**config.mk**
```make
export PLATFORM = sky130hd
export DESIGN_NAME = rom_loader_top
export DESIGN_NICKNAME = d
export VERILOG_FILES = /design/src/source/loader_pkg.sv /design/src/source/rom_loader_top.sv /design/src/source/ines_loader.sv /design/src/source/ines_header_decode.sv /design/src/source/byte_pacer.sv /design/src/source/word_fifo.sv /design/src/source/boot_word_intake.sv
export SDC_FILE = /design/constraint.sdc
export NUM_CORES = 1
export LEC_CHECK = 0
export ABC_CLOCK_PERIOD_IN_PS = 4200
export BUFFER_PORTS_ARGS = -buffer_cell sky130_fd_sc_hd__buf_4
export CAP_MARGIN = 20
export CORE_UTILIZATION = 45
export CTS_CLUSTER_SIZE = 40
export DETAILED_ROUTE_END_ITERATION = 8
export GPL_ROUTABILITY_DRIVEN = 0
export PLACE_DENSITY = 0.69
export SLEW_MARGIN = 20
export SYNTH_ARGS = -nofsm -noshare
export SYNTH_HDL_FRONTEND = slang
export SYNTH_SLANG_ARGS = --single-unit
```
**constraint.sdc**
```tcl
create_clock -name clk -period 4.2 [get_ports clk]
set_input_delay 0.42 -clock clk [delete_from_list [all_inputs] [get_ports clk]]
set_output_delay 0.42 -clock clk [all_outputs]
set_load 0.01 [all_outputs]
```
**src/source/loader_pkg.sv**
```systemverilog
//--------------------------------------
// Shared widths, states and record types
// for the iNES ROM loading path
//--------------------------------------
package loader_pkg;

	// Sizes
	localparam int ADDR_W         = 22;
	localparam int WORD_W         = 32;
	localparam int FIFO_DEPTH     = 8;  // Boot words buffered
	localparam int BYTE_PERIOD    = 4;  // Clocks per released byte
	localparam int PRG_PAGE_SHIFT = 14; // 16 KiB PRG pages
	localparam int CHR_PAGE_SHIFT = 13; // 8 KiB CHR pages

	localparam logic [ADDR_W-1:0] PRG_BASE = '0;
	localparam logic [ADDR_W-1:0] CHR_BASE = 22'h200000; // Top address bit set

	// Element 0 is the first byte of the file
	localparam logic [3:0][7:0] INES_MAGIC = {8'h1A, 8'h53, 8'h45, 8'h4E};

	//--------------------------------------
	// States
	//--------------------------------------
	typedef enum logic {BOOT_IDLE, BOOT_ACK} boot_state_e;

	typedef enum logic [2:0] {LD_HEADER, LD_PRG, LD_CHR, LD_DONE, LD_ERROR} load_state_e;

	//--------------------------------------
	// Records
	//--------------------------------------
	typedef struct packed {
		logic [ADDR_W-1:0] addr;
		logic [7:0]        data;
	} mem_wr_t;

	// Header bytes 15 down to 4
	typedef struct packed {
		logic [5:0][7:0] tail;     // Bytes 15..10, tail[0] is byte 10
		logic [7:0]      byte9;
		logic [7:0]      byte8;    // iNES 2.0 mapper extension
		logic [7:0]      flags7;
		logic [7:0]      flags6;
		logic [7:0]      chr_pages;
		logic [7:0]      prg_pages;
	} ines_fields_t;

	typedef struct packed {
		logic [6:0] pad;
		logic [7:0] nes20_ext;
		logic       four_screen;
		logic       chr_ram;
		logic       mirroring;
		logic [2:0] chr_size;
		logic [2:0] prg_size;
		logic [7:0] mapper;
	} mapper_flags_t;

endpackage
```
**src/source/rom_loader_top.sv**
```systemverilog
//--------------------------------------
// ROM loading path top level
//--------------------------------------
`timescale 1ns/10ps

module rom_loader_top (
	input  logic                          clk,
	input  logic                          host_reset_loader,
	input  logic [loader_pkg::WORD_W-1:0] bootdata_i,
	input  logic                          bootdata_req_i,
	output logic                          bootdata_ack_o,
	output loader_pkg::mem_wr_t           mem_wr_o,
	output logic                          mem_write_o,
	output loader_pkg::mapper_flags_t     mapper_flags_o,
	output logic                          done_o,
	output logic                          error_o
);

	logic                          push;
	logic [loader_pkg::WORD_W-1:0] push_word;
	logic                          fifo_full;
	logic                          fifo_empty;
	logic [loader_pkg::WORD_W-1:0] head_word;
	logic                          pop;
	logic [7:0]                    load_byte;
	logic                          load_stb;

	// Host side
	boot_word_intake u_intake (
		.clk               (clk),
		.host_reset_loader (host_reset_loader),
		.bootdata_i        (bootdata_i),
		.bootdata_req_i    (bootdata_req_i),
		.fifo_full_i       (fifo_full),
		.bootdata_ack_o    (bootdata_ack_o),
		.push_o            (push),
		.push_word_o       (push_word)
	);

	word_fifo u_fifo (
		.clk               (clk),
		.host_reset_loader (host_reset_loader),
		.push_i            (push),
		.word_i            (push_word),
		.pop_i             (pop),
		.word_o            (head_word),
		.full_o            (fifo_full),
		.empty_o           (fifo_empty)
	);

	byte_pacer u_pacer (
		.clk               (clk),
		.host_reset_loader (host_reset_loader),
		.word_i            (head_word),
		.empty_i           (fifo_empty),
		.pop_o             (pop),
		.byte_o            (load_byte),
		.byte_stb_o        (load_stb)
	);

	// Memory side
	ines_loader u_loader (
		.clk               (clk),
		.host_reset_loader (host_reset_loader),
		.byte_i            (load_byte),
		.byte_stb_i        (load_stb),
		.mem_wr_o          (mem_wr_o),
		.mem_write_o       (mem_write_o),
		.mapper_flags_o    (mapper_flags_o),
		.done_o            (done_o),
		.error_o           (error_o)
	);

endmodule

```
**src/source/ines_loader.sv**
```systemverilog
//--------------------------------------
// iNES byte stream loader that captures
// the header and writes PRG then CHR
//--------------------------------------
`timescale 1ns/10ps

module ines_loader (
	input  logic                      clk,
	input  logic                      host_reset_loader,
	input  logic [7:0]                byte_i,
	input  logic                      byte_stb_i,
	output loader_pkg::mem_wr_t       mem_wr_o,
	output logic                      mem_write_o,
	output loader_pkg::mapper_flags_t mapper_flags_o,
	output logic                      done_o,
	output logic                      error_o
);

	loader_pkg::load_state_e         state;
	logic [15:0][7:0]                hdr;        // Raw header bytes
	logic [3:0]                      hdr_cnt;
	logic [loader_pkg::ADDR_W-1:0]   wr_addr;
	logic [loader_pkg::ADDR_W-1:0]   bytes_left;
	logic [loader_pkg::ADDR_W-1:0]   prg_bytes;
	logic [loader_pkg::ADDR_W-1:0]   chr_bytes;
	logic                            hdr_ok;
	logic                            in_payload;
	loader_pkg::ines_fields_t        fields;
	loader_pkg::mapper_flags_t       flags;

	assign prg_bytes  = hdr[4] << loader_pkg::PRG_PAGE_SHIFT; // Pages to bytes
	assign chr_bytes  = hdr[5] << loader_pkg::CHR_PAGE_SHIFT;
	// Magic plus no trainer
	assign hdr_ok     = (hdr[3:0] == loader_pkg::INES_MAGIC) && !hdr[6][2];
	assign in_payload = (state == loader_pkg::LD_PRG) || (state == loader_pkg::LD_CHR);
	assign fields     = loader_pkg::ines_fields_t'(hdr[15:4]);

	ines_header_decode u_decode (
		.fields_i (fields),
		.flags_o  (flags)
	);

	//--------------------------------------
	// Header bytes and write payload
	//--------------------------------------
	always_ff @(posedge clk) begin
		if (byte_stb_i && (state == loader_pkg::LD_HEADER))
			hdr[hdr_cnt] <= byte_i;
		if (byte_stb_i && in_payload) begin
			mem_wr_o.addr <= wr_addr;
			mem_wr_o.data <= byte_i;
		end
	end

	//--------------------------------------
	// Sequencing
	//--------------------------------------
	always_ff @(posedge clk) begin
		if (host_reset_loader) begin
			state          <= loader_pkg::LD_HEADER;
			hdr_cnt        <= '0;
			wr_addr        <= '0;
			bytes_left     <= '0;
			mem_write_o    <= 1'b0;
			mapper_flags_o <= '0;
			done_o         <= 1'b0;
			error_o        <= 1'b0;
		end else begin
			mem_write_o <= 1'b0;
			case (state)
				loader_pkg::LD_HEADER: begin
					if (byte_stb_i) begin
						hdr_cnt <= hdr_cnt + 1'b1;
						if (&hdr_cnt) begin // 16th byte arriving
							if (!hdr_ok) begin
								state   <= loader_pkg::LD_ERROR;
								error_o <= 1'b1;
								done_o  <= 1'b1;
							end else if (prg_bytes != '0) begin
								state      <= loader_pkg::LD_PRG;
								wr_addr    <= loader_pkg::PRG_BASE;
								bytes_left <= prg_bytes;
							end else if (chr_bytes != '0) begin
								state      <= loader_pkg::LD_CHR;
								wr_addr    <= loader_pkg::CHR_BASE;
								bytes_left <= chr_bytes;
							end else begin
								state <= loader_pkg::LD_DONE; // Empty image
							end
						end
					end
				end
				loader_pkg::LD_PRG, loader_pkg::LD_CHR: begin
					if (byte_stb_i) begin
						mem_write_o <= 1'b1;
						wr_addr     <= wr_addr + 1'b1;
						bytes_left  <= bytes_left - 1'b1;
						if (bytes_left == 1) begin
							// Last byte of this region
							if ((state == loader_pkg::LD_PRG) && (chr_bytes != '0)) begin
								state      <= loader_pkg::LD_CHR;
								wr_addr    <= loader_pkg::CHR_BASE;
								bytes_left <= chr_bytes;
							end else begin
								state <= loader_pkg::LD_DONE;
							end
						end
					end
				end
				loader_pkg::LD_DONE: begin
					done_o         <= 1'b1;
					mapper_flags_o <= flags; // Header fully captured by now
				end
				default: begin
					// LD_ERROR holds and trailing bytes are dropped
				end
			endcase
		end
	end

	// Writes only in a payload state or just after its last byte
	a_write_in_payload : assert property (@(posedge clk) disable iff (host_reset_loader)
		mem_write_o |-> in_payload ||
			((state == loader_pkg::LD_DONE) && $past(in_payload)));

endmodule

```
**src/source/ines_header_decode.sv**
```systemverilog
//--------------------------------------
// Combinational iNES header decode into
// the packed mapper flags
//--------------------------------------
`timescale 1ns/10ps

module ines_header_decode (
	input  loader_pkg::ines_fields_t  fields_i,
	output loader_pkg::mapper_flags_t flags_o
);

	logic is_nes20;
	logic is_dirty;

	// Smallest k with pages <= 2^k, saturating at 7
	function automatic logic [2:0] size_code(input logic [7:0] pages);
		logic [2:0] code;
		code = 3'd7;
		for (int k = 6; k >= 0; k--) begin
			if (pages <= (9'd1 << k))
				code = 3'(k);
		end
		return code;
	endfunction

	// Byte 7 bits 3:2 mark a 2.0 header
	assign is_nes20 = (fields_i.flags7[3:2] == 2'b10);

	// Junk in the tail of an old style header
	assign is_dirty = !is_nes20 &&
		((fields_i.byte9[7:1] != 7'd0) || (fields_i.tail != '0));

	always_comb begin
		flags_o             = '0;
		flags_o.nes20_ext   = is_nes20 ? fields_i.byte8 : 8'h00;
		flags_o.four_screen = fields_i.flags6[3];
		flags_o.chr_ram     = (fields_i.chr_pages == 8'd0); // No CHR ROM
		flags_o.mirroring   = fields_i.flags6[0];
		flags_o.chr_size    = size_code(fields_i.chr_pages);
		flags_o.prg_size    = size_code(fields_i.prg_pages);
		// Upper nibble dropped for dirty headers
		flags_o.mapper[7:4] = is_dirty ? 4'h0 : fields_i.flags7[7:4];
		flags_o.mapper[3:0] = fields_i.flags6[7:4];
	end

endmodule

```
**src/source/byte_pacer.sv**
```systemverilog
//--------------------------------------
// Unpacks buffered words into bytes,
// low byte first, one per BYTE_PERIOD
//--------------------------------------
`timescale 1ns/10ps

module byte_pacer (
	input  logic                          clk,
	input  logic                          host_reset_loader,
	input  logic [loader_pkg::WORD_W-1:0] word_i,
	input  logic                          empty_i,
	output logic                          pop_o,
	output logic [7:0]                    byte_o,
	output logic                          byte_stb_o
);

	logic [$clog2(loader_pkg::BYTE_PERIOD)-1:0] phase;    // Free running
	logic [$clog2(loader_pkg::WORD_W / 8)-1:0]  byte_idx; // Next byte of held word
	logic [loader_pkg::WORD_W-1:0]              held_word;
	logic                                       have_word;
	logic                                       phase_last;

	assign phase_last = (32'(phase) == loader_pkg::BYTE_PERIOD - 1);

	assign pop_o      = !have_word && !empty_i; // Refill once drained
	assign byte_stb_o = have_word && phase_last;
	assign byte_o     = held_word[byte_idx*8 +: 8];

	// Word holding register
	always_ff @(posedge clk) begin
		if (pop_o)
			held_word <= word_i;
	end

	always_ff @(posedge clk) begin
		if (host_reset_loader) begin
			phase     <= '0;
			byte_idx  <= '0;
			have_word <= 1'b0;
		end else begin
			phase <= phase_last ? '0 : phase + 1'b1;
			if (pop_o) begin
				have_word <= 1'b1;
				byte_idx  <= '0;
			end else if (byte_stb_o) begin
				byte_idx <= byte_idx + 1'b1;
				if (&byte_idx)
					have_word <= 1'b0; // Top byte gone
			end
		end
	end

endmodule

```
**src/source/word_fifo.sv**
```systemverilog
//--------------------------------------
// Single clock word FIFO between the
// host intake and the byte pacer
//--------------------------------------
`timescale 1ns/10ps

module word_fifo #(
	parameter int DEPTH = loader_pkg::FIFO_DEPTH
) (
	input  logic                          clk,
	input  logic                          host_reset_loader,
	input  logic                          push_i,
	input  logic [loader_pkg::WORD_W-1:0] word_i,
	input  logic                          pop_i,
	output logic [loader_pkg::WORD_W-1:0] word_o,
	output logic                          full_o,
	output logic                          empty_o
);

	logic [loader_pkg::WORD_W-1:0] mem [DEPTH];
	logic [$clog2(DEPTH)-1:0]      wr_ptr;
	logic [$clog2(DEPTH)-1:0]      rd_ptr;
	logic [$clog2(DEPTH+1)-1:0]    count; // Fill level 0..DEPTH

	assign word_o  = mem[rd_ptr]; // Head word, no read latency
	assign full_o  = (32'(count) == DEPTH);
	assign empty_o = (count == '0);

	// Storage
	always_ff @(posedge clk) begin
		if (push_i)
			mem[wr_ptr] <= word_i;
	end

	// Pointers wrap at DEPTH so any depth works
	always_ff @(posedge clk) begin
		if (host_reset_loader) begin
			wr_ptr <= '0;
			rd_ptr <= '0;
			count  <= '0;
		end else begin
			if (push_i)
				wr_ptr <= (32'(wr_ptr) == DEPTH - 1) ? '0 : wr_ptr + 1'b1;
			if (pop_i)
				rd_ptr <= (32'(rd_ptr) == DEPTH - 1) ? '0 : rd_ptr + 1'b1;
			if (push_i && !pop_i)
				count <= count + 1'b1;
			else if (pop_i && !push_i)
				count <= count - 1'b1;
		end
	end

	a_no_overflow  : assert property (@(posedge clk) disable iff (host_reset_loader)
		full_o |-> !push_i);
	a_no_underflow : assert property (@(posedge clk) disable iff (host_reset_loader)
		empty_o |-> !pop_i);

endmodule

```
**src/source/boot_word_intake.sv**
```systemverilog
//--------------------------------------
// Host boot word handshake, one ack and
// one FIFO push per request
//--------------------------------------
`timescale 1ns/10ps

module boot_word_intake (
	input  logic                          clk,
	input  logic                          host_reset_loader,
	input  logic [loader_pkg::WORD_W-1:0] bootdata_i,
	input  logic                          bootdata_req_i,
	input  logic                          fifo_full_i,
	output logic                          bootdata_ack_o,
	output logic                          push_o,
	output logic [loader_pkg::WORD_W-1:0] push_word_o
);

	loader_pkg::boot_state_e state;

	// Accept only from idle with room in the buffer
	assign push_o      = (state == loader_pkg::BOOT_IDLE) && bootdata_req_i && !fifo_full_i;
	assign push_word_o = bootdata_i; // Host holds the word until ack

	always_ff @(posedge clk) begin
		if (host_reset_loader) begin
			state          <= loader_pkg::BOOT_IDLE;
			bootdata_ack_o <= 1'b0;
		end else begin
			bootdata_ack_o <= 1'b0; // Single cycle pulse
			case (state)
				loader_pkg::BOOT_IDLE: begin
					if (push_o) begin
						bootdata_ack_o <= 1'b1;
						state          <= loader_pkg::BOOT_ACK;
					end
				end
				default: begin
					// Host drops req while we sit here
					state <= loader_pkg::BOOT_IDLE;
				end
			endcase
		end
	end

	// Host must see a gap between acks
	a_ack_single : assert property (@(posedge clk) disable iff (host_reset_loader)
		bootdata_ack_o |=> !bootdata_ack_o);

endmodule

```
Word level (Yosys, flattened, before mapping) --
Memories as Yosys holds them, arrays and structs flattened. A register that Yosys moved wholly into a read port is not among the register bits. Cells that the tools add are included.
Cells by class: mux-type cells 60, equal/unequal tests 17, $lt $le $gt $ge 16, add/sub/neg operators 9, reduce and logical (&&, ||, !) cells 46, shift-type cells 1, bitwise logic cells 3
Operators with widths (count):
- 2-to-1 mux 22 bit | 16
- bitwise mux 128 bit | 1
- one-hot mux 22 bit (2 select lines) | 2
- 2-to-1 mux 3 bit | 20
- nonzero test 48 bit | 1
- nonzero test 22 bit | 2
- demux 8 bit (select 4 bit) | 1
- == test 32 x 29 -> 1 bit, second input constant | 1
- variable part select 32 x 6 -> 8 bit | 1
- adder 22 x 1 -> 22 bit, second input constant | 1
- == test 22 x 1 -> 1 bit, second input constant | 1
- subtractor 22 x 1 -> 22 bit, second input constant | 1
- less-or-equal comparator 8 x 1 -> 1 bit, second input constant | 2
- less-or-equal comparator 8 x 2 -> 1 bit, second input constant | 2
- less-or-equal comparator 8 x 3 -> 1 bit, second input constant | 2
- less-or-equal comparator 8 x 4 -> 1 bit, second input constant | 2
- less-or-equal comparator 8 x 5 -> 1 bit, second input constant | 2
- less-or-equal comparator 8 x 6 -> 1 bit, second input constant | 2
- less-or-equal comparator 8 x 7 -> 1 bit, second input constant | 2
- 2-to-1 mux 8 bit | 2
- 2-to-1 mux 1 bit | 13
- logical AND 1 bit | 12
- 2-to-1 mux 4 bit | 3
- nonzero test 2 bit | 5
- 29 further kinds | 55
Storage, ports and cells: register bits 253, memories 1, word-level logic and storage cells 192, memory bits (writable) 256
Memories:
- u_fifo.mem | words 8, bits a word 32, read ports 1, clocked after Yosys merged registers in 1, write ports 1, line word_fifo.sv:20 | logic [loader_pkg::WORD_W-1:0] mem [DEPTH];

Longest topological paths before layout --
Gate-level depths: netlist of the first run.
depth in word-level cells 8, depth in mapped cells 12

By module --
Synthesis of the first run repeated with hierarchy kept, for this count alone.
Unflattened totals: cell total of the unflattened synthesis 1343, area total of the unflattened synthesis 21659.5 µm²
By module, submodules not included:
- word_fifo | instances 1, cells an instance 445, seq. area each 7947.6 µm², area an instance 10410.0 µm²
- ines_loader | instances 1, cells an instance 713, seq. area each 6466.2 µm², area an instance 9051.2 µm²
- byte_pacer | instances 1, cells an instance 61, seq. area each 1061.0 µm², area an instance 1361.3 µm²
- ines_header_decode | instances 1, cells an instance 89, seq. area each 0.0 µm², area an instance 554.3 µm²
- boot_word_intake | instances 1, cells an instance 35, seq. area each 20.0 µm², area an instance 282.8 µm²

Least setup slack after synthesis of the first run --
Ideal clock, no wire load.
kind register to register, from register u_fifo.count[0], to register u_fifo.count[3], library setup time 0.070 ns, clock period less this slack 4.196 ns, stages on the path, launching flop included 12, arrival time 4.126 ns, required time 4.130 ns, setup slack 0.004 ns, path through dfxtp_1 -> nor3_1 -> a21oi_1 -> inv_1 -> ha_1 -> inv_1 -> ha_1 -> a21o_1 -> a21oi_1 -> xnor2_1 -> or3_1 -> a21oi_1
On the way: word-level cells in the longest chain between the ends 6, elaborated cells on any way between the ends 15, classes of those cells 2 x add/sub; 1 x eq/ne; 2 x mux; 10 x reduce/logical
Ends and longest elaborated chain:
- from (decl) | line word_fifo.sv:23 | logic [$clog2(DEPTH+1)-1:0] count;
- from (signal assigned) | line word_fifo.sv:47 | count <= count + 1'b1;
- from (signal assigned) | line word_fifo.sv:49 | count <= count - 1'b1;
- zero test 4 bit * | line word_fifo.sv:27 | assign empty_o = (count == '0);
- zero test 1 bit * | line byte_pacer.sv:25 | assign pop_o = !have_word && !empty_i;
- logical AND 1 bit * | line byte_pacer.sv:25
- net pop | line rom_loader_top.sv:24 | logic pop;
- zero test 1 bit | line word_fifo.sv:46 | if (push_i && !pop_i)
- logical AND 1 bit | line word_fifo.sv:46
- 2-to-1 mux 4 bit / nonzero test 2 bit (equally long branches)
Mark *: on every way through the listed nets, which the timed path passes. The rest lies on a longest branch. The select of a mux whose other input is x is not followed. A chain may end at the register's enable or synchronous reset.

Final worst setup path of the first run --
from register u_fifo.count[0], to register u_fifo.count[3]
On the way: word-level cells in the longest chain between the ends 6, elaborated cells on any way between the ends 15, classes of those cells 2 x add/sub; 1 x eq/ne; 2 x mux; 10 x reduce/logical
Ends and longest elaborated chain:
- == test 4 bit * | line word_fifo.sv:26 | assign full_o = (32'(count) == DEPTH);
- zero test 1 bit * | line boot_word_intake.sv:21 | assign push_o = (state == loader_pkg::BOOT_IDLE) && bootdata_req_i && !fifo_full_i;
- logical AND 1 bit * | line boot_word_intake.sv:21
- net push | line rom_loader_top.sv:19 | logic push;
- zero test 1 bit | line word_fifo.sv:48 | else if (pop_i && !push_i)
- logical AND 1 bit | line word_fifo.sv:48
- nonzero test 2 bit (no line)
Marked as above.

==> impl_metrics.env, run 1 <==
export IMPL_dieArea_mm2=0.0465
export IMPL_worstPathArrival_ns=3.29
export IMPL_finalCriticalPeriod_ns=2.80
export IMPL_place_hpwl_um=23400
export IMPL_ys_seq_area_share_pct=73.9
export IMPL_pin_count=101
export IMPL_final_nets=1384
export IMPL_cts_sinks=537
export IMPL_critical_path_cell_chain="nor3_1, nand2_1, nand3b_1, inv_1, ha_1, inv_1, ha_1, a21o_1, a21oi_1, xnor2_1, or3_1, a21oi_1"
export IMPL_path_delay_family="simple AND/OR/NAND/NOR gates"
export IMPL_min_path_cells=1
export IMPL_clock_latency_ns=0.57
export IMPL_cts_tree="done"
export IMPL_ir_worst_vdd_mv=0.344
export IMPL_use_met2_pct=28.7
export IMPL_start_util_pct=46.1
export IMPL_ys_async_sr_fraction_pct=0
export IMPL_postCtsHoldBufs=0
export IMPL_fin_setup_tns_ns=0
export IMPL_slowest_delay_ns=0.42
export IMPL_cp_required_ns=4.70
export IMPL_crit_path_start_kind="register"
export IMPL_max_freq_mhz=358
export IMPL_antenna_cells=0
export IMPL_drc=0
export IMPL_cts_setup_buffers=0
export IMPL_dieHeight_um=216
export IMPL_drive_above_1_share_pct=23.2
export IMPL_drv_slew=0
export IMPL_leakage_nw=7.58
export IMPL_holdWs_ns=0.0791
export IMPL_met3_usage_pct=3.10
export IMPL_slew_headroom_pct=28.9
export IMPL_fin_crit_sh_pct=66.6
export IMPL_wl_per_cell_um=20.2
export IMPL_syn_inst=1218
export IMPL_cts_inserted_buffers=51
export IMPL_cp_max_fo=6
export IMPL_viasPerCell=5.52
export IMPL_rsz0062_at_grt="false"
export IMPL_grt_remaining_overflow=0
export IMPL_grt_pass1_wl_um=61500
export IMPL_track_usage_pct=17.1
export IMPL_drt_iter0_drc=904
export IMPL_finalClockSkew_ns=0.0133
export IMPL_p_per_area_mw_per_mm2=543
export IMPL_fillers=3548
export IMPL_hold_class="in2reg"
export IMPL_ys_top_cells_by_count="edfxtp_1, dfxtp_1, mux4_2, nor2_1, a21oi_1"
export IMPL_clkTransAtPathRegs_ns=0.06
export IMPL_met1_usage_pct=22.7
export IMPL_yosysTopAreaCellShare_pct=64.6
export IMPL_cp_num_buf_inv=2
export IMPL_area_growth_pct=15.0
export IMPL_stdcell_area_mm2=0.0236
export IMPL_yosysUniqueCellTypes=67
export IMPL_port_buffers=93
export IMPL_first_pass_iters=7
export IMPL_synth_top_cells_by_area="edfxtp_1, dfxtp_1, mux4_2"
export IMPL_grt_max_degree=68
export IMPL_htreeDepth=2
export IMPL_ys_seq_elements=537
export IMPL_grt_pass1_vias=10800
export IMPL_crit_type="reg2reg"
export IMPL_synth_top_cell_by_area="edfxtp_1"
export IMPL_core_mm2=0.0446
export IMPL_post_cts_resized=0
export IMPL_outcome="finished clean"
export IMPL_post_dp_cell_area_mm2=0.0220
export IMPL_busiest_layer="met2"
export IMPL_yosysWarningCount=0
export IMPL_setup_violations=0
export IMPL_drt_total_wl_um=39600
export IMPL_synth_most_common_cell="edfxtp_1"
export IMPL_vias=10800
export IMPL_hold_viol_final=0
export IMPL_ys_flop_type="edfxtp_1"
export IMPL_cts_root_buf="clkbuf_16"
export IMPL_antenna_found_initial=0
export IMPL_fp_row_count=77
export IMPL_netlist_area_mm2=0.0205
export IMPL_cts_buffer_depth=3
export IMPL_cp_num_cells=12
export IMPL_worstMarginPinSlew_ns=1.06
export IMPL_die_x_um=216
export IMPL_slowest_stage="nor3_1"
export IMPL_avgSynthCellArea_um2=16.9
export IMPL_ff2ff_path_depth=12
export IMPL_maxCapViolCount=0
export IMPL_synth_edf_count=442
export IMPL_cp_end_kind="register"
export IMPL_ant_nets=0
[registers in the layout, summed over array words and instances (netlist names), 2 cells and up]
register                 count
u_loader.mapper_flags_o     25
u_loader.chr_bytes           8
u_loader.hdr                32
u_loader.hdr_cnt             4
u_fifo.rd_ptr                3
u_loader.bytes_left         22
u_fifo.mem                 256
u_pacer.phase                2
u_fifo.count                 4
u_loader.fields             84
u_pacer.held_word           32
u_loader.state               3
u_loader.wr_addr            22
u_pacer.byte_idx             2
u_loader.mem_wr_o           30
u_fifo.wr_ptr                3
[metal layers]
metal / routed length, um / up-vias
li1: - / 5028
met1: 17200 / 5479
met2: 19600 / 245
met3: 1840 / 71
met4: 998 / 0
met5: 0 / -
[layout make-up]
type | count | area (um2) | area share, %
Clock buffer | 65 | 1390 | 5.88
Clock inverter | 25 | 211 | 0.895
Inverter | 22 | 82.6 | 0.349
Multi-Input combinational cell | 607 | 5140 | 21.7
Sequential cell | 537 | 15200 | 64.2
Tap cell | 592 | 741 | 3.13
Timing Repair Buffer | 113 | 896 | 3.79
[placed cells by master (no fill, tap or decap), types with 6 or more instances in the layout]
master     instances
clkbuf_16         52
a221oi_1           8
dfxtp_1           93
xor2_1            17
o31ai_1           11
nand4_1           13
xnor2_1           10
nand3_1           16
ha_1              16
clkinv_1           8
nand2b_1           8
o211ai_1           7
nor2_1            70
nor4_1            21
and2_1             6
edfxtp_1         442
buf_4            108
nor3_1            26
inv_1             22
or3_1             17
conb_1             7
mux4_2            72
clkinv_2          11
o2111ai_1         11
mux2_2            32
a21oi_1           60
o21ai_0           23
clkbuf_1           9
or4_1              7
nand2_1           57
[through the flow]
step           util (%)  total power [mW]  setup WS (ns)  std cells
3_3_place_gp       49.4              8.57           1.49       1870
3_5_place_dp       49.4              8.61           1.44       1870
5_1_grt            53.0              13.3           1.21       1961
6_report           53.0              12.8           1.40       1961
4_1_cts            52.9              13.0           1.42       1960
2_1_floorplan         -              7.93        0.00399       1224
[logic make-up (layout without fill, tap and decap cells)]
| kind of cell | after synthesis | count (layout) | share of synthesized area (%) |
|---|---|---|---|
| AOI/OAI and AO/OA | 162 | 162 | 5.21 |
| xor gates and xnor gates | 27 | 27 | 1.15 |
| buffers and inverters | 80 | 225 | 1.64 |
| DFF | 537 | 537 | 73.9 |
| muxes | 109 | 109 | 9.89 |
| adders and majority gates | 17 | 17 | 1.07 |
| and+or+nand+nor | 285 | 285 | 7.17 |
| other | 1 | 7 | 0.0183 |
[where the power goes]
part           switching [mW]  internal [mW]  leakage, nW
registers               0.240           6.37         4.74
clock network            1.87           2.52        0.793
logic                   0.981          0.863         2.05
total                    3.09           9.75         7.58
[path summary, 6_finish.rpt]
check	from	endpoint	slack [ns]
max	u_fifo.count[0]$_SDFFE_PP0P_	u_fifo.count[3]$_SDFFE_PP0P_	1.40
max reg2reg	u_fifo.count[0]$_SDFFE_PP0P_	u_fifo.count[3]$_SDFFE_PP0P_	1.40
min reg2reg	u_pacer.phase[0]$_SDFF_PP0_	u_pacer.phase[0]$_SDFF_PP0_	0.43
min	bootdata_i[7]	u_fifo.mem[0][7]$_DFFE_PP_	0.08
(Power assumes the default switching activity.)
==> run 2, diff against run 1 <==
- ABC_CLOCK_PERIOD_IN_PS: 4200 -> 2900
- PLACE_DENSITY: 0.69 -> 0.67
- clock period: 4.2 -> 2.9 ns (I/O delays scaled with it)
==> impl_metrics.env, run 2 (synthesized netlist as in run 1, its figures left out) <==
export IMPL_outcome="finished clean"
export IMPL_first_pass_iters=5
export IMPL_cp_required_ns=3.41
export IMPL_min_to="u_intake.bootdata_ack_o$_SDFF_PP0_"
export IMPL_p_per_area_mw_per_mm2=777
export IMPL_regMostFlops="u_fifo.mem"
export IMPL_fin_setup_tns_ns=0
export IMPL_final_nets=1436
export IMPL_fin_crit_sh_pct=88.9
export IMPL_post_cts_resized=0
export IMPL_stdcell_area_mm2=0.0242
export IMPL_grt_pass1_wl_um=63800
export IMPL_grt_max_degree=68
export IMPL_drive_above_1_share_pct=23.5
export IMPL_post_dp_cell_area_mm2=0.0222
export IMPL_clock_latency_ns=0.60
export IMPL_leakage_nw=7.84
export IMPL_antenna_found_initial=2
export IMPL_worstPathArrival_ns=3.09
export IMPL_power_total_mw=18.8
export IMPL_cts_buffer_depth=3
export IMPL_fp_row_count=77
export IMPL_cts_sinks=537
export IMPL_reg2reg_slack_ns=0.32
export IMPL_rsz0062_at_grt="false"
export IMPL_cp_end_kind="register"
export IMPL_dieHeight_um=216
export IMPL_slowest_delay_ns=0.35
export IMPL_maxCapViolCount=0
export IMPL_slowest_stage="dfxtp_1"
export IMPL_final_common_cell="edfxtp_1"
export IMPL_critical_path_cell_chain="nor3_1, nand2_1, nand3b_1, inv_1, ha_1, inv_1, ha_1, a21o_1, a21oi_1, xnor2_1, or3_1, a21oi_1"
export IMPL_path_delay_family="simple AND/OR/NAND/NOR gates"
export IMPL_start_util_pct=46.1
export IMPL_cts_root_buf="clkbuf_16"
export IMPL_min_path_cells=3
export IMPL_holdCritStartpoint="bootdata_req_i"
export IMPL_reg2reg_from="u_fifo.count[0]$_SDFFE_PP0P_"
export IMPL_drv_slew=0
export IMPL_slew_headroom_pct=49.2
export IMPL_grt_pass1_vias=11200
export IMPL_core_mm2=0.0446
export IMPL_htreeDepth=2
export IMPL_pin_count=101
export IMPL_worstMarginPinSlew_ns=0.759
export IMPL_die_x_um=216
export IMPL_place_hpwl_um=23400
export IMPL_hold_class="in2reg"
export IMPL_port_buffers=93
export IMPL_drc=0
export IMPL_finalClockSkew_ns=0.0164
export IMPL_ff2ff_path_depth=12
export IMPL_area_growth_pct=17.8
export IMPL_cp_num_buf_inv=2
export IMPL_wl_per_cell_um=20.2
export IMPL_dp_slack_ns=0.305
export IMPL_grt_remaining_overflow=0
export IMPL_setup_ws_ns=0.321
export IMPL_clkTransAtPathRegs_ns=0.06
export IMPL_final_cell_mix="edfxtp_1, buf_4, dfxtp_1"
export IMPL_vias=11200
export IMPL_crit_path_start_kind="register"
export IMPL_max_freq_mhz=388
export IMPL_cts_tree="done"
export IMPL_finalCriticalPeriod_ns=2.58
export IMPL_largest_reg_flops=256
export IMPL_ant_nets=0
export IMPL_cts_inserted_buffers=52
export IMPL_crit_type="reg2reg"
export IMPL_viasPerCell=5.53
export IMPL_dieArea_mm2=0.0465
export IMPL_cp_max_fo=6
export IMPL_reg2reg_to="u_fifo.count[3]$_SDFFE_PP0P_"
export IMPL_drt_iter0_drc=992
export IMPL_drt_total_wl_um=40700
export IMPL_ir_worst_vdd_mv=0.548
export IMPL_setup_violations=0
export IMPL_hold_viol_final=0
export IMPL_track_usage_pct=17.8
==> run 2: cell count changes in the layout (fill, tap and decap cells not counted), moves of 3 or more <==
cell           delta
buf_12            +6
buf_4            +14
clkbuf_1          +3
dlygate4sd3_1    +32
==> run 2: worst max-delay path by stage <==
stage / startpoint / slack (ns) / cells past startpoint / to
3_3_place_gp: u_fifo.count[0]$_SDFFE_PP0P_ / 0.37 / 12 / u_fifo.count[3]$_SDFFE_PP0P_
3_5_place_dp: u_fifo.count[0]$_SDFFE_PP0P_ / 0.31 / 12 / u_fifo.count[3]$_SDFFE_PP0P_
6_report: u_fifo.count[0]$_SDFFE_PP0P_ / 0.32 / 12 / u_fifo.count[3]$_SDFFE_PP0P_
4_1_cts: u_fifo.count[0]$_SDFFE_PP0P_ / 0.30 / 12 / u_fifo.count[3]$_SDFFE_PP0P_
2_1_floorplan: u_fifo.count[0]$_SDFFE_PP0P_ / -0.94 / 6 / u_fifo.mem[2][0]$_DFFE_PP_
5_1_grt: u_fifo.count[0]$_SDFFE_PP0P_ / 0.06 / 12 / u_fifo.count[3]$_SDFFE_PP0P_
==> run 2: per-layer routing <==
metal	vias up	GRT usage (%)	part of all wire (%)
met4	2	5.44	1.9
met1	5622	23.5	43
met3	62	3.23	5.4
met5	-	0	0.032
li1	5150	-	-
met2	335	29.9	49
==> run 2: repair_timing <==
item	CTS	global route
buffers inserted	0	0
endpoints found under the hold margin	256	0
hold buffers	32	0
==> run 2: cell type report <==
class                      count  area (um2)
clock inverter                28         224
timing repair buffer         164        1440
multi-input combinational    607        5120
tap                          592         741
clock buffer                  68        1420
inverter                      22        82.6
sequential                   537       15200
antenna                        1        2.50
fill                        3467       20400
==> run 2: tightest hold or removal path, stage by stage <==
cell	delay (ns)
buf_4	0.11
nand3b_1	0.19
nor2_1	0.05
==> run 2: through the flow <==
step           hold slack (ns)  cells  utilization [%]
6_report                 0.117   2019             54.3
5_1_grt                  0.159   2019             54.3
4_1_cts                  0.101   2018             54.3
3_5_place_dp             0.427   1890             49.9
3_3_place_gp             0.412   1890             49.9
2_1_floorplan            0.389   1224                -
==> run 2: where the power goes <==
part           switching [mW]  total (mW)  leakage (nW)  internal (mW)
registers               0.198        9.43          4.74           9.23
clock network            2.78        6.50         0.811           3.72
logic                    1.55        2.88          2.29           1.33
